===== src/design/dcache_pkg.sv =====
/*
 * shared widths, data types and controller states for the
 * two-way write-back data cache
 */
package dcache_pkg;

    // bus and word geometry
    localparam int ADDR_W   = 64;
    localparam int WORD_W   = 64;
    localparam int MASK_W   = WORD_W / 8;
    localparam int OFFSET_W = 3;

    // default number of set index bits, 64 sets
    localparam int DEF_INDEX_W = 6;

    // byte address and data word
    typedef logic [ADDR_W-1:0] addr_t;
    typedef logic [WORD_W-1:0] word_t;

    // bit n enables byte n of a word
    typedef logic [MASK_W-1:0] mask_t;

    // replacement age, saturates at AGE_MAX
    typedef logic [2:0] age_t;
    localparam age_t AGE_MAX = 3'd7;

    // way number, two ways
    typedef logic way_t;

    // cache controller FSM
    typedef enum logic [2:0] {
        IDLE,
        LOOKUP,
        HIT,
        WBACK,
        REFILL,
        MERGE
    } ctrl_state_e;

endpackage


===== src/design/way_ctrl_if.sv =====
/*
 * way control bus between the cache controller and the
 * tag, data and replacement stores
 */
interface way_ctrl_if #(
    parameter int INDEX_W = dcache_pkg::DEF_INDEX_W
);

    localparam int TAG_W = dcache_pkg::ADDR_W - INDEX_W - dcache_pkg::OFFSET_W;

    // from the controller
    logic [INDEX_W-1:0]  index;
    logic [TAG_W-1:0]    tag;
    dcache_pkg::way_t    sel_way;
    logic                fill_en;
    logic                store_en;
    logic                touch_en;
    logic                dirty_set;
    logic                dirty_clr;
    dcache_pkg::word_t   wdata;
    dcache_pkg::mask_t   wmask;

    // from the tag store
    logic                hit;
    dcache_pkg::way_t    hit_way;
    logic [1:0]          way_valid;
    logic [TAG_W-1:0]    sel_tag;

    // from the replacement store
    dcache_pkg::way_t    victim_way;
    logic                victim_dirty;

    // from the data store
    dcache_pkg::word_t   rdata;

    modport ctrl (
        output index, tag, sel_way, fill_en, store_en, touch_en,
               dirty_set, dirty_clr, wdata, wmask,
        input  hit, hit_way, way_valid, sel_tag, victim_way, victim_dirty, rdata
    );

    modport tags (
        input  index, tag, sel_way, fill_en,
        output hit, hit_way, way_valid, sel_tag
    );

    modport data (
        input  index, sel_way, fill_en, store_en, wdata, wmask,
        output rdata
    );

    modport repl (
        input  index, sel_way, touch_en, dirty_set, dirty_clr, way_valid,
        output victim_way, victim_dirty
    );

endinterface


===== src/design/dcache_replace.sv =====
/*
 * replacement store: saturating age counters and dirty bits
 * per set and way, picks the victim of a miss
 */
module dcache_replace #(
    parameter int INDEX_W = dcache_pkg::DEF_INDEX_W
) (
    input  logic        clk,
    input  logic        rst,
    way_ctrl_if.repl    bus
);

    localparam int SETS = 2 ** INDEX_W;

    dcache_pkg::age_t age_q   [SETS][2];
    logic [1:0]       dirty_q [SETS];

    dcache_pkg::age_t age0;
    dcache_pkg::age_t age1;
    dcache_pkg::way_t other_way;
    dcache_pkg::way_t victim;

    assign age0      = age_q[bus.index][0];
    assign age1      = age_q[bus.index][1];
    assign other_way = ~bus.sel_way;

    // invalid ways first, then the older way, tie goes to way 0
    always_comb begin
        if (!bus.way_valid[0]) begin
            victim = 1'b0;
        end else if (!bus.way_valid[1]) begin
            victim = 1'b1;
        end else begin
            victim = (age1 > age0) ? 1'b1 : 1'b0;
        end
    end

    assign bus.victim_way   = victim;
    assign bus.victim_dirty = dirty_q[bus.index][victim];

    // ages
    always_ff @(posedge clk or negedge rst) begin
        if (!rst) begin
            for (int s = 0; s < SETS; s++) begin
                age_q[s][0] <= '0;
                age_q[s][1] <= '0;
            end
        end else if (bus.touch_en) begin
            age_q[bus.index][bus.sel_way] <= '0;
            // other way grows older until it saturates
            if (age_q[bus.index][other_way] != dcache_pkg::AGE_MAX) begin
                age_q[bus.index][other_way] <= age_q[bus.index][other_way] + 3'd1;
            end
        end
    end

    // dirty bits
    always_ff @(posedge clk or negedge rst) begin
        if (!rst) begin
            for (int s = 0; s < SETS; s++) begin
                dirty_q[s] <= '0;
            end
        end else if (bus.dirty_set) begin
            dirty_q[bus.index][bus.sel_way] <= 1'b1;
        end else if (bus.dirty_clr) begin
            dirty_q[bus.index][bus.sel_way] <= 1'b0;
        end
    end

endmodule


===== src/flat_wrapper.sv =====
// flat-port wrapper written by rule: the top's interface ports become plain ports
module dcache_replace_flat 
#(
    parameter int INDEX_W = dcache_pkg::DEF_INDEX_W
)
  (clk, rst, bus_index, bus_sel_way, bus_touch_en, bus_dirty_set, bus_dirty_clr, bus_way_valid, bus_victim_way, bus_victim_dirty);
  way_ctrl_if #(.INDEX_W(INDEX_W)) bus_i ();
  input  logic clk;
  input  logic rst;
  input wire logic [$bits(bus_i.index)-1:0] bus_index;
  input wire logic [$bits(bus_i.sel_way)-1:0] bus_sel_way;
  input wire logic [$bits(bus_i.touch_en)-1:0] bus_touch_en;
  input wire logic [$bits(bus_i.dirty_set)-1:0] bus_dirty_set;
  input wire logic [$bits(bus_i.dirty_clr)-1:0] bus_dirty_clr;
  input wire logic [$bits(bus_i.way_valid)-1:0] bus_way_valid;
  output wire logic [$bits(bus_i.victim_way)-1:0] bus_victim_way;
  output wire logic [$bits(bus_i.victim_dirty)-1:0] bus_victim_dirty;
  assign bus_i.index = bus_index;
  assign bus_i.sel_way = bus_sel_way;
  assign bus_i.touch_en = bus_touch_en;
  assign bus_i.dirty_set = bus_dirty_set;
  assign bus_i.dirty_clr = bus_dirty_clr;
  assign bus_i.way_valid = bus_way_valid;
  assign bus_victim_way = bus_i.victim_way;
  assign bus_victim_dirty = bus_i.victim_dirty;
  dcache_replace #(.INDEX_W(INDEX_W)) u_core (.clk(clk), .rst(rst), .bus(bus_i));
endmodule

===== config.mk =====
export PLATFORM = sky130hd
export DESIGN_NAME = dcache_replace_flat
export DESIGN_NICKNAME = d
export VERILOG_FILES = /design/src/design/dcache_pkg.sv /design/src/design/way_ctrl_if.sv /design/src/design/dcache_replace.sv /design/src/flat_wrapper.sv
export SDC_FILE = /design/constraint.sdc
export NUM_CORES = 1
export LEC_CHECK = 0
export BUFFER_PORTS_ARGS = -buffer_cell sky130_fd_sc_hd__buf_4
export CORE_ASPECT_RATIO = 1.4
export CORE_MARGIN = 1
export CORE_UTILIZATION = 33
export CTS_CLUSTER_SIZE = 12
export DETAILED_ROUTE_END_ITERATION = 10
export GPL_TIMING_DRIVEN = 0
export PLACE_DENSITY = 0.58
export SLEW_MARGIN = 20
export SYNTH_ARGS = -nofsm -noshare
export SYNTH_HDL_FRONTEND = slang
export SYNTH_SLANG_ARGS = --single-unit

===== constraint.sdc =====
create_clock -name clk -period 3.5 [get_ports clk]
set_input_delay 0.175 -clock clk [delete_from_list [all_inputs] [get_ports clk]]
set_output_delay 0.175 -clock clk [all_outputs]
set_load 0.01 [all_outputs]

# After elaboration in Yosys (flattened, before gate mapping)
# Cells that the tools add are included.
# word_totals
regBits	512
latchBits	0
ram_bits	0
romBits	0
output_inout_bits	2
word_cells	248
n_memories	0
# op_classes
add_sub_neg	1
multipliers	0
div_mod_pow	0
order_cmp	10
n_eq_ne	1
n_shift	0
muxes	30
n_bitwise	9
n_reduce_logical	5
# ops
cell	n
bitwise AND 384 bit	1
bitwise mux 384 bit	1
2-to-1 mux 384 bit	1
inverter 384 bit	1
2-to-1 mux 128 bit	2
bitwise AND 128 bit	1
inverter 128 bit	1
OR 128 bit	1
demux 6 bit (select 6 bit)	2
binary-select mux 6 bit (select 6 bit)	1
2-to-1 mux 6 bit	4
2-to-1 mux 3 bit	5
binary-select mux 2 bit (select 6 bit)	1
demux 2 bit (select 6 bit)	1
greater-or-equal comparator 7 bit, second input constant	1
less-than comparator 7 x 1 -> 1 bit, second input constant	1
inverter 6 -> 7 bit	1
demux 3 bit (select 1 bit)	2
2-to-1 mux 1 bit	6
2-to-1 mux 2 bit	3
greater-or-equal comparator 2 bit, second input constant	2
logical AND 1 bit	4
less-than comparator 1 x 2 -> 1 bit, second input constant	2
less-than comparator 2 x 1 -> 1 bit, second input constant	2
other kinds (8)	9

# Depth between registers and ports, before layout
# Gate-level depths: netlist of run 1.
# logic_depth
word_depth	11
mapped_depth	21
ltp_nobuf	13

# Worst setup path before layout of run 1
# No wires, ideal clock.
# synth_timing
path_type	input port to flip-flop
from	input bus_index[1]
to	register u_core.age_q[117] (netlist bit)
setup_time_ps	133
arrival_ps	3693
t_required_ps	3367
slack_ps	-326
path_stages	19
path_buffers	7
cell_sequence	buf_4 > buf_6 > buf_6 > buf_4 > mux2_2 > a221oi_1 > o22ai_1 > a22o_1 > nor4_2 > o2bb2a_1 > ha_1 > ha_1 > clkbuf_1 > a21oi_1 > clkbuf_1 > buf_1 > nand2_1 > nand2_1 > o21ai_0
# synth_between
elab_chain_len	10
word_cells_on_any_way	20
classes_between	add/sub (1); order compare (2); eq/ne (1); mux (12); bitwise (3); reduce/logical (1)
# synth_lines
element	line	rtl
from (decl)	flat_wrapper.sv:10	input wire logic [$bits(bus_i.index)-1:0] bus_index;
inverter 6 -> 7 bit (not written as such) *	dcache_replace.sv:49, dcache_replace.sv:51, dcache_replace.sv:52	
binary-select mux 6 bit (select 6 bit)	dcache_replace.sv:51, dcache_replace.sv:52	
2-to-1 mux 6 bit (not written as such) (2 in a row)	dcache_replace.sv:51, dcache_replace.sv:52	
2-to-1 mux 3 bit (not written as such) (3 in a row)	dcache_replace.sv:51, dcache_replace.sv:52	
adder 3 x 1 -> 3 bit	dcache_replace.sv:52	age_q[bus.index][other_way] <= age_q[bus.index][other_way] + 3'd1;
bitwise mux 384 bit	dcache_replace.sv:52	
2-to-1 mux 384 bit *	dcache_replace.sv:51	if (age_q[bus.index][other_way] != dcache_pkg::AGE_MAX) begin
to (signal, indexed assignment)	dcache_replace.sv:52	
to (decl)	dcache_replace.sv:15	dcache_pkg::age_t age_q [SETS][2];
# Mark *: on every way between the ends. The rest lies on a longest branch, timed or not. The select of a mux whose other input is x is not followed.
# A chain may end at the register's enable or synchronous reset.

# Worst setup path in the final report of run 1
# layout_timing
from	input bus_index[1]
to	output bus_victim_dirty
# layout_between
elab_chain_len	10
word_cells_on_any_way	13
classes_between	order compare (1); mux (11); bitwise (1)
# layout_lines
element	line	rtl
inverter 6 -> 7 bit (not written as such) *	dcache_replace.sv:23, dcache_replace.sv:24, dcache_replace.sv:39	
binary-select mux 6 bit (select 6 bit)	dcache_replace.sv:23, dcache_replace.sv:24	
2-to-1 mux 6 bit (not written as such) (2 in a row)	dcache_replace.sv:23	assign age0 = age_q[bus.index][0];
> comparator 3 bit	dcache_replace.sv:34	victim = (age1 > age0) ? 1'b1 : 1'b0;
2-to-1 mux 1 bit	dcache_replace.sv:34	
2-to-1 mux 1 bit	dcache_replace.sv:31	end else if (!bus.way_valid[1]) begin
2-to-1 mux 1 bit	dcache_replace.sv:29	if (!bus.way_valid[0]) begin
2-to-1 mux 1 bit (not written as such) * (2 in a row)	dcache_replace.sv:39	assign bus.victim_dirty = dirty_q[bus.index][victim];
to (decl)	flat_wrapper.sv:17	output wire logic [$bits(bus_i.victim_dirty)-1:0] bus_victim_dirty;
# Marked as above.

==> summary.txt, run 1 <==
Floorplan
  – Count of boundary I/O pins: 16
  – Core Footprint: 0.07564 mm^2
  – Std-Cell Rows: 119
  – Starting utilization of the core area: 0.3348
  – Die H: 329.8 um
  – Die Outline Area: 0.07786 mm^2
  – Horizontal extent of the die: 236.1 um

Setup path
  – Delay of the slowest critical-path stage: 0.56 ns
  – Type of element capturing the critical path: primary output
  – Required time of the worst setup path: 3.32 ns
  – Crit path kind: input port to primary output
  – Cell type group with the largest total delay on the critical path: buffers and inverters
  – Buffers and inverters on the worst path: 6
  – Critical Path AT: 4.21 ns
  – Cell chain of the critical path: buf_4 -> buf_4 -> clkinv_2 -> buf_2 -> clkbuf_4 -> a21oi_1 -> o21ai_4 -> nand2_1 -> or3_4 -> ha_4 -> nor2b_4 -> o21a_1 -> o21ai_4 -> a21boi_4 -> o31a_1 -> buf_6
  – Startpoint Class: input port
  – Max stage delay cell, worst path: buf_2
  – Worst-path fanout max: 10

Route
  – Number of iterations in the first detailed-routing pass: 8
  – Final wirelength: 131400 um
  – DRC violation count after routing: 0
  – Via-per-instance ratio: 6.524
  – Post-DRT Antenna Nets: 0
  – Routed via count: 25180
  – Routed wirelength normalized by instance count: 34.06 um
  – Detailed router's first-iteration violation count: 3274

Layout
  – Final instance area: 0.03187 mm^2
  – Core utilization of the finished layout: 0.4213
  – Total number of nets in the final design: 2877
  – Fraction of layout cells with a size suffix above 1: 0.1972
  – Synth-to-Final Area Change: 25.86%
  – Post-Layout Cell Count: 3859

Synth
  – Number of enable-type register cells in the synthesized netlist: 0
  – #FFs+latches synth: 512
  – Post-Syn Instances: 2710
  – Nets in the synthesized netlist: 2729
  – Post-synth cell types: 65
  – Async set-reset flop share out of synthesis: 1.000
  – Sequential element share of the synthesized area: 0.5060
  – List of most frequent post-synthesis cells: 677 x o21ai_0, 512 x dfrtp_1, 487 x nand2_1, 163 x clkbuf_1, 97 x a22oi_1
  – Synth Flop Type: dfrtp_1
  – Avg Inst Size Synth: 9.343 um^2
  – Cell area after technology mapping: 0.02532 mm^2
  – Most numerous cell in the Yosys netlist: o21ai_0
  – Ys Warns: 0
  – Share of the synthesized area in the top cell type: 0.5060
  – Largest area contributor in the synthesized netlist: dfrtp_1
  – Cell types with the largest area share after synthesis: dfrtp_1 51%, o21ai_0 13%, nand2_1 7.2%, mux2i_1 2.9%, a22oi_1 2.9%

GRT
  – GRT overflow: 0
  – Number of global-route vias before repair: 24540
  – Maximum number of pins on one net before global-route repair: 94
  – Initial antenna violation count: 6
  – First-pass GRT wire length: 186100 um
  – Global-route total usage across every layer: 0.3415

STA
  – Slack of the critical path: -0.8829 ns
  – Slew at the pin closest to its max-slew limit: 1.298 ns
  – RSZ-0062 raised after global routing: true
  – Fmax: 228.2 MHz
  – Worst hold slack: 0.1103 ns
  – Max-slew headroom: 0.1313
  – Total of endpoints with negative setup slack in the final report: 386
  – Count of final hold-check violations: 0
  – Worst clock skew on the final layout: 0.02635 ns
  – Final min period: 4.383 ns
  – Number of pins with negative max-slew slack in the final report: 0
  – Final critical-path share of the clock period: 1.252

Clock tree
  – Number of buffers on the longest clock path: 3
  – CTS tree: done
  – Register clock-pin slew on the reported worst setup and hold paths: 0.06 ns
  – Clock tree root buffer cell: clkbuf_16
  – Number of sinks on the clock net: 512
  – Number of H-tree levels: 2
  – Worst skew pair latency: 0.68 ns
  – Number of clock buffers inserted by TritonCTS: 52

Status
  – Run status: complete, but fails checks
  – Violated checks: setup timing

Placed design
  – Dpl hpwl: 88920 um
  – Placer Congestion: 1.069
  – Placed standard-cell area: 0.02690 mm^2
  – Total placed cells including tap cells: 3698
  – Port bufs: 13

Min path
  – Worst hold-check path type: input port to async pin

Run
  – Max Cap Violations: 0

Power
  – Post-layout total power: 16.31 mW
  – Cell Pwr Density: 511.8 mW/mm^2
  – Static leakage power: 12.79 nW
  – VDD IR-drop max: 0.0003951 V
==> worst register-to-register path: cells and delay by family (launching register included) <==
family                   cells  cell delay (ns)
flip-flops                   1             0.38
adder cells (fa/ha/maj)      2             0.37
AO/OA/AOI/OAI                5             1.40
buffers and inverters        2             0.51
multiplexers                 1             0.27
AND/OR/NAND/NOR              3             1.02
==> kinds of logic (layout without fill, tap and decap cells) <==
logic type | after synthesis | after routing | synth area share
AO/OA/AOI/OAI | 1101 | 1101 | 0.2641
AND/OR/NAND/NOR | 720 | 721 | 0.1194
flip-flops | 512 | 512 | 0.5060
buffers and inverters | 242 | 416 | 0.04220
multiplexers | 130 | 130 | 0.06577
adder cells (fa/ha/maj) | 5 | 5 | 0.002471
other | 0 | 6 | 0
==> per-stage QoR <==
stage,setup slack [ns],setup TNS [ns]
2_1_floorplan,0.003705,0
3_3_place_gp,-3.571,-2903.76
3_5_place_dp,-2.975,-985.54
4_1_cts,-0.7694,-128.31
5_1_grt,-0.8473,-178.20
6_report,-0.8829,-165.03
==> where the power goes <==
part	leakage (nW)	internal, mW	switching (mW)
sequential	6.91	6.74	0.603
combinational	5.09	1.22	2.05
clock	0.786	3.09	2.60
==> layer usage <==
| metal | wire, um | vias to the layer above | track usage |
|---|---|---|---|
| met3 | 13530 | 659 | 0.1080 |
| met4 | 15190 | 4 | 0.3224 |
| met5 | 27 | - | 0 |
| met1 | 45260 | 12400 | 0.3792 |
| li1 | - | 10320 | - |
| met2 | 57430 | 1792 | 0.5203 |
==> layout make-up <==
class | instances | area [um^2]
clock inverters | 6 | 71.32
fillers | 7423 | 43770
multi-input cells | 1957 | 12800
diodes | 6 | 15.01
repair buffers | 97 | 1264
plain buffers | 228 | 2093
clock buffers | 75 | 1540
flip-flops and latches | 512 | 12810
inverters | 10 | 58.81
well taps | 968 | 1211
==> final timing paths <==
check / to / slack (ns) / cells past startpoint / start
worst max-delay path: bus_victim_dirty / -0.88 / 16 / bus_index[1]
worst min-delay path: async pin / 0.11 / 3 / rst
worst min register to register: u_core.age_q[64] / 0.48 / 2 / u_core.age_q[64]
min in group clk: flip-flop / 0.18 / 3 / bus_dirty_set
max in group asynchronous: u_core.age_q[212] / 2.00 / 5 / rst
worst max register to register: u_core.age_q[219] / -0.53 / 13 / u_core.age_q[72]
==> layout by cell type (no fill, tap or decap), types with 36 or more instances in the layout <==
master / n
o21ai_2: 49
buf_4: 59
dfrtp_1: 512
nor2_1: 86
a221oi_1: 41
nand3_1: 36
o31ai_1: 59
a22oi_1: 93
clkbuf_16: 76
nand2_1: 421
clkbuf_1: 90
o21ai_0: 487
a32oi_1: 75
clkbuf_8: 45
o21ai_1: 138
mux2i_1: 71
==> what timing repair did <==
action / CTS / global route
cloned: 19 / 0
setup endpoints to repair: 402 / 386
hold buffers: 2 / 0
hold endpoints to repair: 103 / 0
pin swaps: 152 / 17
buffers inserted: 44 / 12
resized for setup: 739 / 63
No activity file was read; power rests on OpenSTA's default activity.
==> run 2: changes to the inputs <==
Settings changed: PLACE_DENSITY 0.58 to unset.
==> run 2 against run 1 <==
Effect of this change: the run still ends with setup timing left; non-clock buffer count grew 47; highest routed layer unchanged; die area is the same; core utilization grew 2.8 points; critical path type unchanged; wire length grew 5.4%; global-route usage grew 0.066 points.
==> summary.txt, run 2 (synthesized netlist as in run 1, its figures left out) <==
Status
  – Run status: complete, but fails checks
  – Violated checks: setup timing

Power
  – Int Power: 11.39 mW (+3.1%)
  – Reg power frac: 0.437 (-0.013)
  – VDD IR-drop max: 0.0003728 V (-5.6%)
  – NetSw: 5.574 mW (+6.0%)
  – Static leakage power: 13.49 nW (+5.5%)
  – Switching fraction of total power: 0.3285 (+0.006107)
  – Relative contribution of the clock network to total power: 0.334 (-0.015)
  – Part of the total power dissipated in combinational logic: 0.229 (+0.028)
  – Cell Pwr Density: 499.7 mW/mm^2 (-2.4%)

STA
  – Number of pins with negative max-slew slack in the final report: 0 (unchanged)
  – RSZ-0062 raised after global routing: true
  – Aggregate negative setup slack: -209.76 ns (-44.73 ns)
  – Total of endpoints with negative setup slack in the final report: 386 (unchanged)
  – Worst clock skew on the final layout: 0.02857 ns (+0.002218 ns)
  – Count of final hold-check violations: 0 (unchanged)
  – Final min period: 4.553 ns (+0.1699 ns)
  – Slack of the critical path: -1.053 ns (-0.1699 ns)
  – Fmax: 219.6 MHz (-3.7%)
  – Final critical-path share of the clock period: 1.301 (+0.04855)
  – Slew at the pin closest to its max-slew limit: 1.326 ns (+0.02819 ns)
  – Max-slew headroom: 0.1124 (-0.01886)

Layout
  – Total number of nets in the final design: 2924 (+1.6%)
  – Post-Layout Cell Count: 3902 (+1.1%)
  – Synth-to-Final Area Change: 34.12%
  – Most frequent cells in the layout: 512 x dfrtp_1, 370 x nand2_1, 345 x o21ai_0
  – Total area of multi-input combinational cells: 0.01396 mm^2 (+9.0%)
  – Filler cells: 7124 (-4.0%)
  – Fraction of layout cells with a size suffix above 1: 0.2736 (+0.07634)
  – FF+latch area: 0.01281 mm^2 (unchanged)
  – Most common cell after layout, fill and taps aside: dfrtp_1

Setup path
  – Terminus of the critical flop-to-flop path: u_core.age_q[192]
  – Length in cells of the worst reg-to-reg path: 18 (+5)
  – Worst-path fanout max: 10 (unchanged)
  – Startpoint Class: input port
  – Delay of the slowest critical-path stage: 0.49 ns (-0.07 ns)
  – Max stage delay cell, worst path: o21ai_2
  – Worst-case register-to-register setup slack: -0.52 ns (about the same)
  – Cell chain of the critical path: buf_4 -> buf_8 -> buf_12 -> buf_16 -> buf_16 -> buf_12 -> mux2_2 -> a221oi_1 -> a21oi_1 -> o21ai_2 -> nand2_1 -> or3_4 -> ha_4 -> nor2b_4 -> o21a_1 -> o21ai_4 -> a21boi_4 -> o31a_1 -> buf_4
  – Beginning of the worst register-to-register path: u_core.age_q[106]
  – Required time of the worst setup path: 3.32 ns (about the same)
  – Critical Path AT: 4.38 ns (+0.17 ns)
  – Type of element capturing the critical path: primary output
  – Crit path kind: input port to primary output

Floorplan
  – Std-Cell Rows: 119 (unchanged)
  – Die Outline Area: 0.07786 mm^2 (unchanged)
  – Count of boundary I/O pins: 16 (unchanged)
  – Die H: 329.8 um (unchanged)
  – Horizontal extent of the die: 236.1 um (unchanged)
  – Starting utilization of the core area: 0.3348 (unchanged)
  – Core Footprint: 0.07564 mm^2 (unchanged)

Route
  – Final wirelength: 138500 um (+5.4%)
  – Post-DRT Antenna Nets: 0 (unchanged)
  – Number of iterations in the first detailed-routing pass: 6 (-2)
  – Routed via count: 26000 (+3.3%)
  – Detailed router's first-iteration violation count: 3523 (+7.6%)
  – Via-per-instance ratio: 6.663 (+2.1%)
  – DRC violation count after routing: 0 (unchanged)
  – Routed wirelength normalized by instance count: 35.51 um (+4.3%)

Clock tree
  – Number of sinks on the clock net: 512 (unchanged)
  – Number of clock buffers inserted by TritonCTS: 52 (unchanged)
  – Clock tree root buffer cell: clkbuf_16
  – Register clock-pin slew on the reported worst setup and hold paths: 0.06 ns (about the same)
  – Worst skew pair latency: 0.68 ns (about the same)
  – Number of H-tree levels: 2 (unchanged)
  – Number of buffers on the longest clock path: 3 (unchanged)
  – CTS tree: done

Placed design
  – Port bufs: 13 (unchanged)
  – Placer Congestion: 1.047 (-2.0%)
  – Total placed cells including tap cells: 3701 (+0.081%)
  – Dpl hpwl: 91860 um (+3.3%)

GRT
  – First-pass GRT wire length: 186800 um (+0.40%)
  – Initial antenna violation count: 8 (+2)
  – Global-route total usage across every layer: 0.3421 (+0.0006639)
  – GRT overflow: 0 (unchanged)
  – Number of global-route vias before repair: 24590 (+0.23%)
  – Maximum number of pins on one net before global-route repair: 92 (-2.1%)

Run
  – Max Cap Violations: 0 (unchanged)

Min path
  – Worst hold-check path type: input port to async pin
-- run 2: worst max-delay path: cells and delay by family --
family                   cells  cell delay (ns)
adder cells (fa/ha/maj)      1             0.23
AND/OR/NAND/NOR              3             0.66
buffers and inverters        7             1.13
AO/OA/AOI/OAI                7             1.76
multiplexers                 1             0.37
-- run 2: repair_timing --
| action | in CTS | in global routing |
|---|---|---|
| cloned | 12 | 23 |
| pin swaps | 156 | 177 |
| hold endpoints to repair | 194 | 0 |
| resized for setup | 572 | 782 |
| hold buffers | 1 | 0 |
| setup endpoints to repair | 398 | 386 |
| buffers inserted | 40 | 57 |
-- run 2: worst max-delay path by stage --
stage / to / depth (start not counted) / slack [ns] / start
floorplan: u_core.age_q[231] / 19 / 0.004 / bus_index[1]
global placement: u_core.age_q[149] / 18 / -3.56 / bus_index[1]
detailed placement: u_core.age_q[161] / 18 / -3.04 / bus_index[1]
CTS: bus_victim_dirty / 13 / -0.76 / u_core.age_q[247]
global route: bus_victim_dirty / 19 / -0.97 / bus_index[2]
finish: bus_victim_dirty / 19 / -1.05 / bus_index[2]
-- run 2: per-layer routing --
layer	GRT usage	vias up	wire [um]
met1	0.3845	12830	45600
met3	0.1004	723	15330
li1	-	10420	-
met4	0.2877	6	15860
met5	0	-	45
met2	0.5378	2023	61720
-- run 2: stage by stage --
step | setup WS (ns) | hold slack (ns) | cell area (um^2) | util | total power, mW
final | -1.053 | 0.05136 | 33960 | 0.4490 | 16.97
after global routing | -0.9659 | 0.1028 | 33950 | 0.4488 | 17.36
after CTS | -0.7648 | 0.09034 | 30940 | 0.4090 | 15.94
after detailed placement | -3.043 | 0.1482 | 26950 | 0.3563 | 9.968
after global placement | -3.561 | 0.4566 | 26690 | 0.3528 | 9.876
after floorplan | 0.003705 | -0.1206 | 25380 | - | 8.715
-- run 2: cell type report --
type,instances,area share
diodes,6,0.0004421
flip-flops and latches,512,0.3773
clock inverters,8,0.004016
plain buffers,224,0.06551
repair buffers,148,0.06219
clock buffers,69,0.04256
inverters,10,0.001363
well taps,968,0.03567
multi-input cells,1957,0.4110
-- run 2: power groups by stage --
stage               Combinational (mW)  Sequential, mW  Clock [mW]
floorplan                         1.53            7.19           0
global placement                  2.49            7.39           0
detailed placement                2.57            7.40           0
CTS                               3.01            7.31        5.62
global route                      4.05            7.47        5.84
finish                            3.89            7.41        5.67
