===== src/design/dcache_pkg.sv =====
/*
 * shared widths, data types and controller states for the
 * two-way write-back data cache
 */
package dcache_pkg;

    // bus and word geometry
    localparam int ADDR_W   = 64;
    localparam int WORD_W   = 64;
    localparam int MASK_W   = WORD_W / 8;
    localparam int OFFSET_W = 3;

    // default number of set index bits, 64 sets
    localparam int DEF_INDEX_W = 6;

    // byte address and data word
    typedef logic [ADDR_W-1:0] addr_t;
    typedef logic [WORD_W-1:0] word_t;

    // bit n enables byte n of a word
    typedef logic [MASK_W-1:0] mask_t;

    // replacement age, saturates at AGE_MAX
    typedef logic [2:0] age_t;
    localparam age_t AGE_MAX = 3'd7;

    // way number, two ways
    typedef logic way_t;

    // cache controller FSM
    typedef enum logic [2:0] {
        IDLE,
        LOOKUP,
        HIT,
        WBACK,
        REFILL,
        MERGE
    } ctrl_state_e;

endpackage


===== src/design/way_ctrl_if.sv =====
/*
 * way control bus between the cache controller and the
 * tag, data and replacement stores
 */
interface way_ctrl_if #(
    parameter int INDEX_W = dcache_pkg::DEF_INDEX_W
);

    localparam int TAG_W = dcache_pkg::ADDR_W - INDEX_W - dcache_pkg::OFFSET_W;

    // from the controller
    logic [INDEX_W-1:0]  index;
    logic [TAG_W-1:0]    tag;
    dcache_pkg::way_t    sel_way;
    logic                fill_en;
    logic                store_en;
    logic                touch_en;
    logic                dirty_set;
    logic                dirty_clr;
    dcache_pkg::word_t   wdata;
    dcache_pkg::mask_t   wmask;

    // from the tag store
    logic                hit;
    dcache_pkg::way_t    hit_way;
    logic [1:0]          way_valid;
    logic [TAG_W-1:0]    sel_tag;

    // from the replacement store
    dcache_pkg::way_t    victim_way;
    logic                victim_dirty;

    // from the data store
    dcache_pkg::word_t   rdata;

    modport ctrl (
        output index, tag, sel_way, fill_en, store_en, touch_en,
               dirty_set, dirty_clr, wdata, wmask,
        input  hit, hit_way, way_valid, sel_tag, victim_way, victim_dirty, rdata
    );

    modport tags (
        input  index, tag, sel_way, fill_en,
        output hit, hit_way, way_valid, sel_tag
    );

    modport data (
        input  index, sel_way, fill_en, store_en, wdata, wmask,
        output rdata
    );

    modport repl (
        input  index, sel_way, touch_en, dirty_set, dirty_clr, way_valid,
        output victim_way, victim_dirty
    );

endinterface


===== src/design/dcache_ctrl.sv =====
/*
 * cache controller: latches the CPU request, runs lookup,
 * hit, write-back, refill and merge, drives the memory strobes
 */
module dcache_ctrl #(
    parameter int INDEX_W = dcache_pkg::DEF_INDEX_W
) (
    input  logic                clk,
    input  logic                rst,
    input  logic                cpu_rd_i,
    input  logic                cpu_wr_i,
    input  dcache_pkg::addr_t   cpu_addr_i,
    input  dcache_pkg::word_t   cpu_wdata_i,
    input  dcache_pkg::mask_t   cpu_mask_i,
    output dcache_pkg::word_t   cpu_rdata_o,
    output logic                cpu_done_o,
    output logic                mem_rd_o,
    output logic                mem_wr_o,
    output dcache_pkg::addr_t   mem_addr_o,
    output dcache_pkg::word_t   mem_wdata_o,
    input  dcache_pkg::word_t   mem_rdata_i,
    input  logic                mem_ok_i,
    way_ctrl_if.ctrl            bus
);

    localparam int TAG_W = dcache_pkg::ADDR_W - INDEX_W - dcache_pkg::OFFSET_W;

    dcache_pkg::ctrl_state_e state_q;
    dcache_pkg::ctrl_state_e state_d;
    logic                    done_q;

    // latched request
    logic [INDEX_W-1:0]      index_q;
    logic [TAG_W-1:0]        tag_q;
    dcache_pkg::word_t       wdata_q;
    dcache_pkg::mask_t       mask_q;
    logic                    is_load_q;
    dcache_pkg::way_t        way_q;

    logic                    req;
    logic                    need_wb;
    logic                    fill;

    // a request is not taken in the cycle after done
    assign req     = (cpu_rd_i || cpu_wr_i) && !done_q;
    assign need_wb = bus.way_valid[bus.victim_way] && bus.victim_dirty;
    assign fill    = (state_q == dcache_pkg::REFILL) && mem_ok_i;

    always_comb begin
        state_d = state_q;
        case (state_q)
            dcache_pkg::IDLE: begin
                if (req) begin
                    state_d = dcache_pkg::LOOKUP;
                end
            end
            dcache_pkg::LOOKUP: begin
                if (bus.hit) begin
                    state_d = dcache_pkg::HIT;
                end else if (need_wb) begin
                    state_d = dcache_pkg::WBACK;
                end else begin
                    state_d = dcache_pkg::REFILL;
                end
            end
            dcache_pkg::HIT: begin
                state_d = dcache_pkg::IDLE;
            end
            dcache_pkg::WBACK: begin
                if (mem_ok_i) begin
                    state_d = dcache_pkg::REFILL;
                end
            end
            dcache_pkg::REFILL: begin
                if (mem_ok_i) begin
                    state_d = is_load_q ? dcache_pkg::IDLE : dcache_pkg::MERGE;
                end
            end
            dcache_pkg::MERGE: begin
                state_d = dcache_pkg::IDLE;
            end
            default: begin
                state_d = dcache_pkg::IDLE;
            end
        endcase
    end

    always_ff @(posedge clk or negedge rst) begin
        if (!rst) begin
            state_q <= dcache_pkg::IDLE;
            done_q  <= 1'b0;
        end else begin
            state_q <= state_d;
            done_q  <= cpu_done_o;
        end
    end

    // request capture, read wins over write
    always_ff @(posedge clk) begin
        if (state_q == dcache_pkg::IDLE && req) begin
            index_q   <= cpu_addr_i[dcache_pkg::OFFSET_W +: INDEX_W];
            tag_q     <= cpu_addr_i[dcache_pkg::ADDR_W-1 -: TAG_W];
            wdata_q   <= cpu_wdata_i;
            mask_q    <= cpu_mask_i;
            is_load_q <= cpu_rd_i;
        end
        // hit way or victim, held for the rest of the access
        if (state_q == dcache_pkg::LOOKUP) begin
            way_q <= bus.hit ? bus.hit_way : bus.victim_way;
        end
    end

    // way bus
    assign bus.index     = index_q;
    assign bus.tag       = tag_q;
    assign bus.sel_way   = (state_q == dcache_pkg::LOOKUP)
                           ? (bus.hit ? bus.hit_way : bus.victim_way) : way_q;
    assign bus.fill_en   = fill;
    assign bus.store_en  = ((state_q == dcache_pkg::HIT) && !is_load_q)
                           || (state_q == dcache_pkg::MERGE);
    assign bus.touch_en  = cpu_done_o;
    assign bus.dirty_set = bus.store_en;
    assign bus.dirty_clr = fill;
    // refill word during refill, CPU data otherwise
    assign bus.wdata     = (state_q == dcache_pkg::REFILL) ? mem_rdata_i : wdata_q;
    assign bus.wmask     = mask_q;

    // CPU side
    assign cpu_done_o  = (state_q == dcache_pkg::HIT) || (state_q == dcache_pkg::MERGE)
                         || (fill && is_load_q);
    assign cpu_rdata_o = (state_q == dcache_pkg::REFILL) ? mem_rdata_i : bus.rdata;

    // memory side, victim address on write-back
    assign mem_rd_o    = (state_q == dcache_pkg::REFILL);
    assign mem_wr_o    = (state_q == dcache_pkg::WBACK);
    assign mem_addr_o  = mem_wr_o
                         ? {bus.sel_tag, index_q, {dcache_pkg::OFFSET_W{1'b0}}}
                         : {tag_q, index_q, {dcache_pkg::OFFSET_W{1'b0}}};
    assign mem_wdata_o = bus.rdata;

endmodule


===== src/flat_wrapper.sv =====
// flat-port wrapper written by rule: the top's interface ports become plain ports
module dcache_ctrl_flat 
#(
    parameter int INDEX_W = dcache_pkg::DEF_INDEX_W
)
  (clk, rst, cpu_rd_i, cpu_wr_i, cpu_addr_i, cpu_wdata_i, cpu_mask_i, cpu_rdata_o, cpu_done_o, mem_rd_o, mem_wr_o, mem_addr_o, mem_wdata_o, mem_rdata_i, mem_ok_i, bus_index, bus_tag, bus_sel_way, bus_fill_en, bus_store_en, bus_touch_en, bus_dirty_set, bus_dirty_clr, bus_wdata, bus_wmask, bus_hit, bus_hit_way, bus_way_valid, bus_sel_tag, bus_victim_way, bus_victim_dirty, bus_rdata);
  way_ctrl_if #(.INDEX_W(INDEX_W)) bus_i ();
  input  logic clk;
  input  logic rst;
  input  logic cpu_rd_i;
  input  logic cpu_wr_i;
  input  dcache_pkg::addr_t cpu_addr_i;
  input  dcache_pkg::word_t cpu_wdata_i;
  input  dcache_pkg::mask_t cpu_mask_i;
  output dcache_pkg::word_t cpu_rdata_o;
  output logic cpu_done_o;
  output logic mem_rd_o;
  output logic mem_wr_o;
  output dcache_pkg::addr_t mem_addr_o;
  output dcache_pkg::word_t mem_wdata_o;
  input  dcache_pkg::word_t mem_rdata_i;
  input  logic mem_ok_i;
  output wire logic [$bits(bus_i.index)-1:0] bus_index;
  output wire logic [$bits(bus_i.tag)-1:0] bus_tag;
  output wire logic [$bits(bus_i.sel_way)-1:0] bus_sel_way;
  output wire logic [$bits(bus_i.fill_en)-1:0] bus_fill_en;
  output wire logic [$bits(bus_i.store_en)-1:0] bus_store_en;
  output wire logic [$bits(bus_i.touch_en)-1:0] bus_touch_en;
  output wire logic [$bits(bus_i.dirty_set)-1:0] bus_dirty_set;
  output wire logic [$bits(bus_i.dirty_clr)-1:0] bus_dirty_clr;
  output wire logic [$bits(bus_i.wdata)-1:0] bus_wdata;
  output wire logic [$bits(bus_i.wmask)-1:0] bus_wmask;
  input wire logic [$bits(bus_i.hit)-1:0] bus_hit;
  input wire logic [$bits(bus_i.hit_way)-1:0] bus_hit_way;
  input wire logic [$bits(bus_i.way_valid)-1:0] bus_way_valid;
  input wire logic [$bits(bus_i.sel_tag)-1:0] bus_sel_tag;
  input wire logic [$bits(bus_i.victim_way)-1:0] bus_victim_way;
  input wire logic [$bits(bus_i.victim_dirty)-1:0] bus_victim_dirty;
  input wire logic [$bits(bus_i.rdata)-1:0] bus_rdata;
  assign bus_index = bus_i.index;
  assign bus_tag = bus_i.tag;
  assign bus_sel_way = bus_i.sel_way;
  assign bus_fill_en = bus_i.fill_en;
  assign bus_store_en = bus_i.store_en;
  assign bus_touch_en = bus_i.touch_en;
  assign bus_dirty_set = bus_i.dirty_set;
  assign bus_dirty_clr = bus_i.dirty_clr;
  assign bus_wdata = bus_i.wdata;
  assign bus_wmask = bus_i.wmask;
  assign bus_i.hit = bus_hit;
  assign bus_i.hit_way = bus_hit_way;
  assign bus_i.way_valid = bus_way_valid;
  assign bus_i.sel_tag = bus_sel_tag;
  assign bus_i.victim_way = bus_victim_way;
  assign bus_i.victim_dirty = bus_victim_dirty;
  assign bus_i.rdata = bus_rdata;
  dcache_ctrl #(.INDEX_W(INDEX_W)) u_core (.clk(clk), .rst(rst), .cpu_rd_i(cpu_rd_i), .cpu_wr_i(cpu_wr_i), .cpu_addr_i(cpu_addr_i), .cpu_wdata_i(cpu_wdata_i), .cpu_mask_i(cpu_mask_i), .cpu_rdata_o(cpu_rdata_o), .cpu_done_o(cpu_done_o), .mem_rd_o(mem_rd_o), .mem_wr_o(mem_wr_o), .mem_addr_o(mem_addr_o), .mem_wdata_o(mem_wdata_o), .mem_rdata_i(mem_rdata_i), .mem_ok_i(mem_ok_i), .bus(bus_i));
endmodule

===== config.mk =====
export PLATFORM = sky130hd
export DESIGN_NAME = dcache_ctrl_flat
export DESIGN_NICKNAME = d
export VERILOG_FILES = /design/src/design/dcache_pkg.sv /design/src/design/way_ctrl_if.sv /design/src/design/dcache_ctrl.sv /design/src/flat_wrapper.sv
export SDC_FILE = /design/constraint.sdc
export NUM_CORES = 1
export LEC_CHECK = 0
export ABC_CLOCK_PERIOD_IN_PS = 26300
export BUFFER_PORTS_ARGS = -buffer_cell sky130_fd_sc_hd__buf_4
export CORE_AREA = 2 2 260 262
export CTS_BUF_LIST = sky130_fd_sc_hd__clkbuf_2
export DETAILED_ROUTE_END_ITERATION = 8
export DIE_AREA = 0 0 262 264
export PLACE_DENSITY_LB_ADDON = 0.25
export SLEW_MARGIN = 5
export SYNTH_ARGS = -nofsm -noshare
export SYNTH_HDL_FRONTEND = slang
export SYNTH_SLANG_ARGS = --single-unit

===== constraint.sdc =====
create_clock -name clk -period 26.3 [get_ports clk]
set_input_delay 7.89 -clock clk [delete_from_list [all_inputs] [get_ports clk]]
set_output_delay 7.89 -clock clk [all_outputs]
set_load 0.005 [all_outputs]

After elaboration in Yosys (flattened, before gate mapping)
Cells that the tools add are included.

Memory bits (read-only): 0. Register bits after elaboration: 139. Output and inout port bits: 334. RAM bits: 0. Memories kept: 0. Bits in latches: 0.

Eq/ne operators: 8. $mul: 0. Mux-type cells: 14. Shift operators: 0. Add/subtract/negate cells: 0. Divide/modulo/power cells: 0. Bitwise gates (word level): 0. $lt $le $gt $ge: 1. Reduce and logical (&&, ||, !) cells: 14.

Operator list (count): two-way mux 64 bit (3); two-way mux 3 bit (6); case mux 3 bit (4 select lines) (1); == test 3 x 2 -> 1 bit (second input constant) (2); == test 3 bit (second input constant) (2); logical AND 1 bit (6); logical OR 1 bit (4); two-way mux 1 bit (4); inequality test 2 x 1 -> 1 bit (second input constant) (2); == test 3 x 1 -> 1 bit (second input constant) (1); zero test 3 bit (1); AND reduction 3 bit (1); zero test 1 bit (2); less-than comparator 1 x 2 -> 1 bit (second input constant) (1); inequality test 2 bit (second input constant) (1).

Depth between registers and ports, before layout
Gate-level depths: netlist (run 1).

Depth in word-level cells: 6. Gate-level depth with buffers: 6. Gate-level depth less buffers: 3.

Worst setup path after synthesis (run 1)
Ideal clock, no wire load.

Path type: input to register. Start point: input cpu_wr_i. End point: register u_core.index_q[0], in the netlist u_core.bus.index[0] (enable). Data arrival time: 20.583 ns. Library setup time: 0.954 ns. Path buffers: 0. Slack: 4.762 ns. Stages: 2. Cell sequence: o21bai_1 -> nor4_1.

Longest elaborated chain between the ends: 3.

RTL lines: start: declaration (line flat_wrapper.sv:11) `input logic cpu_wr_i;`; logical OR 1 bit (line dcache_ctrl.sv:45) `assign req = (cpu_rd_i || cpu_wr_i) && !done_q;`; logical AND 1 bit (line dcache_ctrl.sv:45); logical AND 1 bit (line dcache_ctrl.sv:100) `if (state_q == dcache_pkg::IDLE && req) begin`; end signal: assignment (line dcache_ctrl.sv:101) `index_q <= cpu_addr_i[dcache_pkg::OFFSET_W +: INDEX_W];`; end: declaration (line dcache_ctrl.sv:33) `logic [INDEX_W-1:0] index_q;`.

No other way between the ends. A chain may end at the register's enable or synchronous reset.

Final worst setup path (run 1)
Start point: input mem_ok_i. End point: output cpu_done_o.

Longest elaborated chain between the ends: 3.

RTL lines: start: declaration (line flat_wrapper.sv:22) `input logic mem_ok_i;`; logical AND 1 bit (line dcache_ctrl.sv:47) `assign fill = (state_q == dcache_pkg::REFILL) && mem_ok_i;`; logical AND 1 bit (line dcache_ctrl.sv:130) `|| (fill && is_load_q);`; logical OR 1 bit (line dcache_ctrl.sv:130); end: declaration (line flat_wrapper.sv:16) `output logic cpu_done_o;`.

No other way between the ends.

==> reports/qor.txt, run 1 <==
CTS buffer count - 17
Cell taking the most area after synthesis - edfxtp_1
Crit-path leading delay family - compound AO/OA/AOI/OAI gates
Global Route met1 Usage - 8.05%
Gp weighted congestion - 0.758
Final instance area - 13,200 um^2
Core Region - 66,600 um^2
Post-synth top area share - 52.1%
Routed Antenna Nets - 0
Nets@finish - 1,365
Worst EP required - 18.41 ns
Yosys warns - 0
Vias in the first global route - 6,200
Critical Path AT - 8.73 ns
Clk sinks - 139
FILL cells - 7,287
Asr flop ratio synth - 2.88%
Setup crit end kind - primary output
CTS tree - yes
DP HPWL - 23,600 um
DRC viols - 0
Pwr per Cell Area - 84.9 nW/um^2
Final setup viols - 0
Count leader, synth - edfxtp_1
Clk pin slew, worst setup/hold paths - 0.29 ns
Initial antenna violation count - 4
DR iter-0 viols - 182
CTS root buffer - clkbuf_2
Synth area leaders - edfxtp_1 (52%), mux2_4 (25%), buf_4 (7.4%)
Rel. slew slack - 34.5%
Max stage delay on crit path - 0.29 ns
Hold_buf cts - 0
Final min period - 16.62 ns
Startpoint Class - primary input
Initial Utilization - 11.6%
#FFs+latches synth - 139
Final hold vios - 0
Count of flip-flops with a built-in enable after synthesis - 134
Share of layout cells above drive strength 1 - 82.3%
Max Cap Viol - 0
Post-cts repair resize count - 0
Die ar. - 69,200 um^2
Sequential fraction of the synthesis area - 53.7%
Static leakage - 0.00594 uW
Clock Tree Buf Depth - 2
Status - complete, no violations
Setup TNS - 0 ns
Largest net degree at the start of global routing - 63
Buffers on Ports - 657
WP buf/inv - 2
Worst IR Drop VDD - 45.2 uV
RSZ-0062 raised after global routing - false
Row count - 95
Top cells by count, synth - edfxtp_1 (134), mux2_4 (128), buf_4 (76)
Mapped Cells - 451
GRT Util Overall - 8.07%
Worst Hold Class - reg -> reg
Met3 usage - 2.74%
Width of the die - 262 um
DR vias - 5,967
Slowest CP cell - a22o_1
Postcts setup bufs - 0
FMAX - 60.2 MHz
Drt via density - 3.10
Reg-to-reg slack, setup - 23.95 ns
Total iterations of the first detailed-routing run - 4
Io pins - 664
Placed inst area - 13,000 um^2
Mapped Avg Cell Area - 17.1 um^2
H-tree lvl count - 4
Final WL - 29,400 um
Worst path most repeated cell - buf_4
Fin. max-slew vios - 0
Type of the worst setup path - in -> out
Crit Path Max Fanout - 6
Clk_lat worst skew - 0.93 ns
Crit path cell chain - buf_4 -> a21oi_1 -> nor2_1 -> a22o_1 -> buf_4
Count of cell types in the netlist - 34
Actual slew at the worst max-slew pin - 0.983 ns
M2 GR Usage - 15.0%
Drt wl/cell - 15.3 um
Grt ovf - 0
Layout area overhead - 71.3%
First-pass GRT wire length - 39,600 um
Clk_skew - 0.0369 ns
Final Cycle Share - 63.2%
DIE HEIGHT - 264 um
Most used DFF post-synth - edfxtp_1
Global route hottest layer - met2
Synth Cell Area - 7720 um^2
==> path summary, 6_finish.rpt <==
| path | startpoint | depth (start not counted) | endpoint |
|---|---|---|---|
| min in group asynchronous | rst | 1 | u_core.done_q |
| worst min register to register | u_core.way_q | 2 | u_core.way_q |
| max in group asynchronous | rst | 1 | u_core.state_q[2] |
| worst min-delay path | u_core.way_q | 2 | u_core.way_q |
| worst max-delay path | mem_ok_i | 5 | cpu_done_o |
| worst max register to register | u_core.state_q[1] | 3 | u_core.wdata_q[45] |
==> flip-flops by register name, indices dropped and copies added, names as in the netlist <==
signal,cells
u_core.is_load_q,1
u_core.state_q,3
u_core.bus.index,6
u_core.bus.tag,55
u_core.done_q,1
u_core.way_q,1
u_core.wdata_q,64
u_core.bus.wmask,8
==> per-stage QoR <==
stage	std cells	worst slack (ns)	utilization (%)	power, uW	hold WS [ns]
6_report	1923	9.68	19.9	1120	0.514
5_1_grt	1923	9.61	19.9	1200	0.549
4_1_cts	1921	9.65	19.8	1160	0.526
3_5_place_dp	1889	9.66	19.5	1000	0.492
3_3_place_gp	1889	9.64	19.5	1000	0.506
2_1_floorplan	453	4.76	-	728	0.471
==> layout make-up <==
cell class              count  area (um^2)  area share (%)
well taps                 873         1090            8.26
repair buffers            662         4970            37.6
diodes                      2         5.00          0.0379
multi-input cells         213         2760            20.9
clock buffers              19         95.1           0.719
flip-flops and latches    139         4140            31.4
inverters                   2         7.51          0.0568
clock inverters            13          140            1.06
==> kinds of logic (layout without fill, tap and decap cells) <==
family	after synthesis	in the layout	share of synthesized area, %
mux	185	185	33.2
buf+inv	101	696	10.8
other cells	1	5	0.0486
compound gates	14	14	1.36
simple gates	11	11	0.924
flops	139	139	53.7
==> worst reg2reg max path, cell delays in order (launching register included) <==
cell	delay, ns
dfrtp_1	0.63
nor4_2	0.34
buf_4	0.28
buf_4	0.65
==> report_power, final <==
part,total [uW],switching (uW),internal [uW]
combinational,600,238,362
clock,141,96.1,45.2
sequential,381,38.4,342
==> cell usage in the layout (no fill, tap or decap), types with 3 or more instances in the layout <==
cell type	instances
conb_1	3
mux2_2	38
dfrtp_1	4
nor2_1	3
edfxtp_1	134
mux2_1	18
mux2_4	128
inv_6	4
clkbuf_2	19
buf_4	662
==> layer usage <==
metal | vias to the layer above | wire length [um]
met5 | - | 27
li1 | 2788 | -
met4 | 4 | 476
met2 | 355 | 16000
met3 | 23 | 2710
met1 | 2797 | 10200
Power figures use the tool's default switching activity.
==> run 2: changes to the inputs <==
--- a/config.mk
+++ b/config.mk
@@ -5,7 +5,7 @@
 export SDC_FILE = /design/constraint.sdc
 export NUM_CORES = 1
 export LEC_CHECK = 0
-export ABC_CLOCK_PERIOD_IN_PS = 26300
+export ABC_CLOCK_PERIOD_IN_PS = 15100
 export BUFFER_PORTS_ARGS = -buffer_cell sky130_fd_sc_hd__buf_4
 export CORE_AREA = 2 2 260 262
 export CTS_BUF_LIST = sky130_fd_sc_hd__clkbuf_2
==> constraint.sdc (replaced) <==
create_clock -name clk -period 15.1 [get_ports clk]
set_input_delay 4.53 -clock clk [delete_from_list [all_inputs] [get_ports clk]]
set_output_delay 4.53 -clock clk [all_outputs]
set_load 0.005 [all_outputs]
==> run 2 against run 1 <==
Final cell count is 0.10% higher. Clock power increased by 77%. Non-clock buffer count stayed put. Worst hold slack better by 0.0034 ns. Critical path type unchanged.
==> reports/qor.txt, run 2 (same netlist as run 1, synthesis figures left out) <==
Status - complete, no violations (unchanged)
CP Depth - 5 (unchanged)
Core Region - 66,600 um^2 (unchanged)
Post-cts repair resize count - 0 (unchanged)
Initial Utilization - 11.6% (unchanged)
FMAX - 101 MHz
CTS root buffer - clkbuf_2 (unchanged)
Io pins - 664 (unchanged)
DP Worst Slack - 5.16 ns (was 9.66 ns)
Most common cell after layout, fill and taps aside - buf_4 (unchanged)
Crit-path leading delay family - compound AO/OA/AOI/OAI gates (unchanged)
Switching power total - 667 uW (was 373 uW)
Nets@finish - 1,365 (unchanged)
Final Worst Setup Slack - 5.23 ns (was 9.68 ns)
Final WL - 29,300 um (was 29,400 um)
Clk_lat worst skew - 0.93 ns (about the same)
Internal Power - 1300 uW (was 749 uW)
Clk pin slew, worst setup/hold paths - 0.26 ns (was 0.29 ns)
H-tree lvl count - 4 (unchanged)
R2R cell count - 3 (unchanged)
Clk_skew - 0.0412 ns (was 0.0369 ns)
Reg-to-reg slack, setup - 12.73 ns (was 23.95 ns)
Hold EP - u_core.way_q (unchanged)
DP HPWL - 23,600 um (about the same)
Worst Hold Class - reg -> reg (unchanged)
Switch share - 34.0% (was 33.2%)
Comb pwr share - 53.5% (about the same)
Pwr Total - 1960 uW (was 1120 uW)
Worst IR Drop VDD - 136 uV (was 45.2 uV)
CTS tree - yes (unchanged)
Startpoint Class - primary input (unchanged)
Worst EP required - 10.57 ns (was 18.41 ns)
DIE HEIGHT - 264 um (unchanged)
Gp weighted congestion - 0.735 (was 0.758)
Drt wl/cell - 15.2 um (was 15.3 um)
Worst path most repeated cell - buf_4 (unchanged)
GRT Util Overall - 7.96% (was 8.07%)
Buffers on Ports - 657 (unchanged)
Largest net degree at the start of global routing - 63 (unchanged)
Drt via density - 3.11 (was 3.10)
Worst Hold Path Cells - 2 (unchanged)
Hold_buf cts - 0 (unchanged)
Actual slew at the worst max-slew pin - 0.969 ns (was 0.983 ns)
Max stage delay on crit path - 0.26 ns (was 0.29 ns)
RSZ-0062 raised after global routing - false (unchanged)
Largest Register - u_core.wdata_q (unchanged)
Hold_sp - u_core.way_q (unchanged)
Final setup viols - 0 (unchanged)
Clk pwr share - 12.7% (was 12.6%)
Width of the die - 262 um (unchanged)
Die ar. - 69,200 um^2 (unchanged)
DR vias - 5,987 (was 5,967)
Postcts setup bufs - 0 (unchanged)
Final Cycle Share - 65.4%
DRC viols - 0 (unchanged)
Final hold slack - 0.517 ns (was 0.514 ns)
Max FFs per register - 64 (unchanged)
Max Cap Viol - 0 (unchanged)
Util after Layout - 19.9% (about the same)
Routed Antenna Nets - 0 (unchanged)
Flop pwr share - 33.8% (was 33.9%)
Setup TNS - 0 ns (unchanged)
First-pass GRT wire length - 39,300 um (was 39,600 um)
Final min period - 9.87 ns
Vias in the first global route - 6,201 (was 6,200)
Crit Path Max Fanout - 6 (unchanged)
Slowest CP cell - a22o_1 (unchanged)
Pwr per Cell Area - 148 nW/um^2 (was 84.9 nW/um^2)
Crit path cell chain - buf_4 -> a21oi_1 -> nor2_1 -> a22o_1 -> buf_4 (unchanged)
Initial antenna violation count - 3 (was 4)
Clk sinks - 139 (unchanged)
Critical Path AT - 5.34 ns (was 8.73 ns)
Fin. max-slew vios - 0 (unchanged)
Setup crit end kind - primary output (unchanged)
Grt ovf - 0 (unchanged)
Total iterations of the first detailed-routing run - 4 (unchanged)
Final hold vios - 0 (unchanged)
Rel. slew slack - 35.4% (was 34.5%)
Row count - 95 (unchanged)
WP buf/inv - 2 (unchanged)
Reg2Reg Launch Point - u_core.state_q[1] (unchanged)
Share of layout cells above drive strength 1 - 82.5% (was 82.3%)
DR iter-0 viols - 165 (was 182)
Most frequent cells in the layout - buf_4 (662), edfxtp_1 (134), mux2_4 (128) (unchanged)
Static leakage - 0.00595 uW (was 0.00594 uW)
CTS buffer count - 17 (unchanged)
Type of the worst setup path - in -> out (unchanged)
R2r endpoint - u_core.wdata_q[40] (was u_core.wdata_q[45])
Layout area overhead - 71.5% (was 71.3%)
Clock Tree Buf Depth - 2 (unchanged)
==> run 2: layout make-up <==
class | instances | area (um^2)
fill | 7331 | 53300
timing repair buffer | 662 | 4970
sequential | 139 | 4140
multi-input combinational | 213 | 2770
tap | 873 | 1090
clock inverter | 14 | 148
clock buffer | 18 | 90.1
antenna | 4 | 10.0
inverter | 2 | 7.51
==> run 2: power by group through the flow <==
stage | combinational (uW) | sequential [uW] | clock, uW
floorplan | 549 | 686 | 0
global placement | 1080 | 675 | 0
detailed placement | 1080 | 674 | 0
CTS | 1080 | 667 | 282
global route | 1130 | 680 | 288
finish | 1050 | 663 | 249
==> run 2: worst max path at each step <==
stage | start | end
2_1_floorplan | cpu_wr_i | u_core.bus.index[0]
3_3_place_gp | mem_ok_i | bus_dirty_clr
3_5_place_dp | mem_ok_i | bus_dirty_clr
4_1_cts | mem_ok_i | bus_dirty_clr
5_1_grt | mem_ok_i | cpu_done_o
6_report | mem_ok_i | cpu_done_o
==> run 2: metal layers <==
metal,global-route usage (%),part of all wire [%],vias up
met4,3.22,1.2,0
met5,0,0,-
met1,7.74,34,2818
met3,2.83,10,17
met2,15.0,55,361
li1,-,-,2791
==> run 2: tightest hold or removal path: stages (launching register included) <==
cell     delay (ns)
dfxtp_1        0.36
o21ai_0        0.06
o31ai_1        0.09
==> run 2: through the flow <==
| stage | instances | area [um^2] |
|---|---|---|
| 3_5_place_dp | 1889 | 13000 |
| 5_1_grt | 1925 | 13200 |
| 3_3_place_gp | 1889 | 13000 |
| 6_report | 1925 | 13200 |
| 2_1_floorplan | 453 | 7730 |
| 4_1_cts | 1921 | 13200 |
==> run 3: changes to the inputs <==
--- a/config.mk
+++ b/config.mk
@@ -5,12 +5,12 @@
 export SDC_FILE = /design/constraint.sdc
 export NUM_CORES = 1
 export LEC_CHECK = 0
-export ABC_CLOCK_PERIOD_IN_PS = 15100
+export ABC_CLOCK_PERIOD_IN_PS = 9500
 export BUFFER_PORTS_ARGS = -buffer_cell sky130_fd_sc_hd__buf_4
-export CORE_AREA = 2 2 260 262
+export CORE_AREA = 2 2 262 264
 export CTS_BUF_LIST = sky130_fd_sc_hd__clkbuf_2
 export DETAILED_ROUTE_END_ITERATION = 8
-export DIE_AREA = 0 0 262 264
+export DIE_AREA = 0 0 264 266
 export PLACE_DENSITY_LB_ADDON = 0.25
 export SLEW_MARGIN = 5
 export SYNTH_ARGS = -nofsm -noshare
==> constraint.sdc (replaced) <==
create_clock -name clk -period 9.5 [get_ports clk]
set_input_delay 2.85 -clock clk [delete_from_list [all_inputs] [get_ports clk]]
set_output_delay 2.85 -clock clk [all_outputs]
set_load 0.005 [all_outputs]
==> run 3 against run 2 <==
Count of clock-buffer cells in the layout stayed put. Combinational power grew 59%. Global-route usage grew 0.27 points. Clock power rose by 56%. Highest routed layer is now met5. Largest power group unchanged. Routed wire length rose by 3.3%.
==> reports/qor.txt, run 3 (same netlist as run 1, synthesis figures left out) <==
H-tree lvl count - 4 (unchanged)
CTS buffer count - 17 (unchanged)
Drt via density - 3.11 (about the same)
Final WL - 30,300 um (was 29,300 um)
Initial antenna violation count - 5 (was 3)
Core Region - 67,700 um^2 (was 66,600 um^2)
Io pins - 664 (unchanged)
Largest Register - u_core.wdata_q (unchanged)
Type of the worst setup path - in -> out (unchanged)
Pwr Total - 3120 uW (was 1960 uW)
DRC viols - 0 (unchanged)
Buffers on Ports - 657 (unchanged)
Postcts setup bufs - 0 (unchanged)
Final Cycle Share - 68.2%
Setup crit end kind - primary output (unchanged)
Post-cts repair resize count - 0 (unchanged)
FMAX - 154 MHz
Width of the die - 264 um (was 262 um)
Crit path cell chain - buf_4 -> a21oi_1 -> nor2_1 -> a22o_1 -> buf_4 (unchanged)
Fin. max-slew vios - 0 (unchanged)
WP buf/inv - 2 (unchanged)
Total iterations of the first detailed-routing run - 4 (unchanged)
Worst path most repeated cell - buf_4 (unchanged)
GRT Util Overall - 8.23% (was 7.96%)
First-pass GRT wire length - 41,200 um (was 39,300 um)
DP HPWL - 24,500 um (was 23,600 um)
Grt ovf - 0 (unchanged)
Placed inst area - 13,000 um^2 (about the same)
RSZ-0062 raised after global routing - false (unchanged)
Max Cap Viol - 0 (unchanged)
Setup TNS - 0 ns (unchanged)
Most common cell after layout, fill and taps aside - buf_4 (unchanged)
Largest net degree at the start of global routing - 78 (was 63)
Gp weighted congestion - 0.783 (was 0.735)
Final min period - 6.48 ns
Drt wl/cell - 15.6 um (was 15.2 um)
Highest metal used - met5 (was met4)
Final instance area - 13,300 um^2 (was 13,200 um^2)
Layout area overhead - 71.8% (was 71.5%)
Crit-path leading delay family - compound AO/OA/AOI/OAI gates (unchanged)
Startpoint Class - primary input (unchanged)
DR vias - 6,017 (was 5,987)
Initial Utilization - 11.4% (was 11.6%)
Clk sinks - 139 (unchanged)
Hold_buf cts - 0 (unchanged)
CTS root buffer - clkbuf_2 (unchanged)
Status - complete, no violations (unchanged)
Worst IR Drop VDD - 91.3 uV (was 136 uV)
Max stage delay on crit path - 0.25 ns (was 0.26 ns)
Met3 WL - 2550 um (was 2940 um)
Rel. slew slack - 32.1% (was 35.4%)
Critical Path AT - 3.63 ns (was 5.34 ns)
Final hold slack - 0.509 ns (was 0.517 ns)
Util after Layout - 19.6% (was 19.9%)
Final setup viols - 0 (unchanged)
Vias in the first global route - 6,200 (was 6,201)
Slowest CP cell - a22o_1 (unchanged)
Clk pin slew, worst setup/hold paths - 0.23 ns (was 0.26 ns)
Routed Antenna Nets - 0 (unchanged)
Die ar. - 70,200 um^2 (was 69,200 um^2)
Actual slew at the worst max-slew pin - 1.02 ns (was 0.969 ns)
Clock Tree Buf Depth - 2 (unchanged)
Worst Hold Class - reg -> reg (unchanged)
DIE HEIGHT - 266 um (was 264 um)
Met2 routed WL - 16,500 um (was 16,000 um)
Clk_lat worst skew - 0.95 ns (was 0.93 ns)
Pwr per Cell Area - 235 nW/um^2 (was 148 nW/um^2)
Nets@finish - 1,366 (was 1,365)
Share of layout cells above drive strength 1 - 82.5% (about the same)
Static leakage - 0.00594 uW (was 0.00595 uW)
Max FFs per register - 64 (unchanged)
Final hold vios - 0 (unchanged)
Row count - 96 (was 95)
Wl on met1 - 10,700 um (was 10,000 um)
Clk_skew - 0.0470 ns (was 0.0412 ns)
CTS tree - yes (unchanged)
DR iter-0 viols - 157 (was 165)
Crit Path Max Fanout - 6 (unchanged)
Most frequent cells in the layout - buf_4 (662), edfxtp_1 (134), mux2_4 (128) (unchanged)
Worst EP required - 6.65 ns (was 10.57 ns)
[run 3: final cells by class]
class / instances / area [um^2]
Tap cell: 882 / 1100
Antenna cell: 4 / 10.0
Inverter: 2 / 7.51
Sequential cell: 139 / 4140
Fill cell: 7447 / 54500
Clock buffer: 18 / 90.1
Timing Repair Buffer: 663 / 4990
Clock inverter: 14 / 136
Multi-Input combinational cell: 213 / 2770
[run 3: worst min-delay path: stages, from the launching register on]
cell and delay [ns]:
dfxtp_1 0.35, o21ai_0 0.06, o31ai_1 0.08
[run 3: path summary, 6_finish.rpt]
kind	startpoint	to	slack, ns	cells past startpoint
max reg2reg	u_core.state_q[1]	u_core.bus.tag[39]	7.14	3
max in group asynchronous	rst	u_core.done_q	7.73	1
min	u_core.way_q	u_core.way_q	0.51	2
max	mem_ok_i	cpu_done_o	3.02	5
min reg2reg	u_core.way_q	u_core.way_q	0.51	2
min in group asynchronous	rst	u_core.state_q[1]	1.65	1
[run 3: routing by layer]
layer | up-vias | global-route usage [%]
met5 | - | 0
met4 | 4 | 2.58
met3 | 27 | 3.47
met2 | 361 | 15.4
met1 | 2830 | 8.21
li1 | 2795 | -
[run 3: stage by stage]
| stage | std cells | setup slack [ns] |
|---|---|---|
| floorplan | 453 | 1.86 |
| detailed placement | 1899 | 3.00 |
| global placement | 1899 | 3.01 |
| CTS | 1931 | 2.99 |
| finish | 1935 | 3.02 |
| global route | 1932 | 2.96 |
[run 3: report_power, final]
part / switching, uW / internal, uW / leakage [uW]
Clock: 286 / 103 / 0.000134
Combinational: 667 / 1010 / 0.00449
Sequential: 106 / 946 / 0.00132
Total: 1060 / 2060 / 0.00594
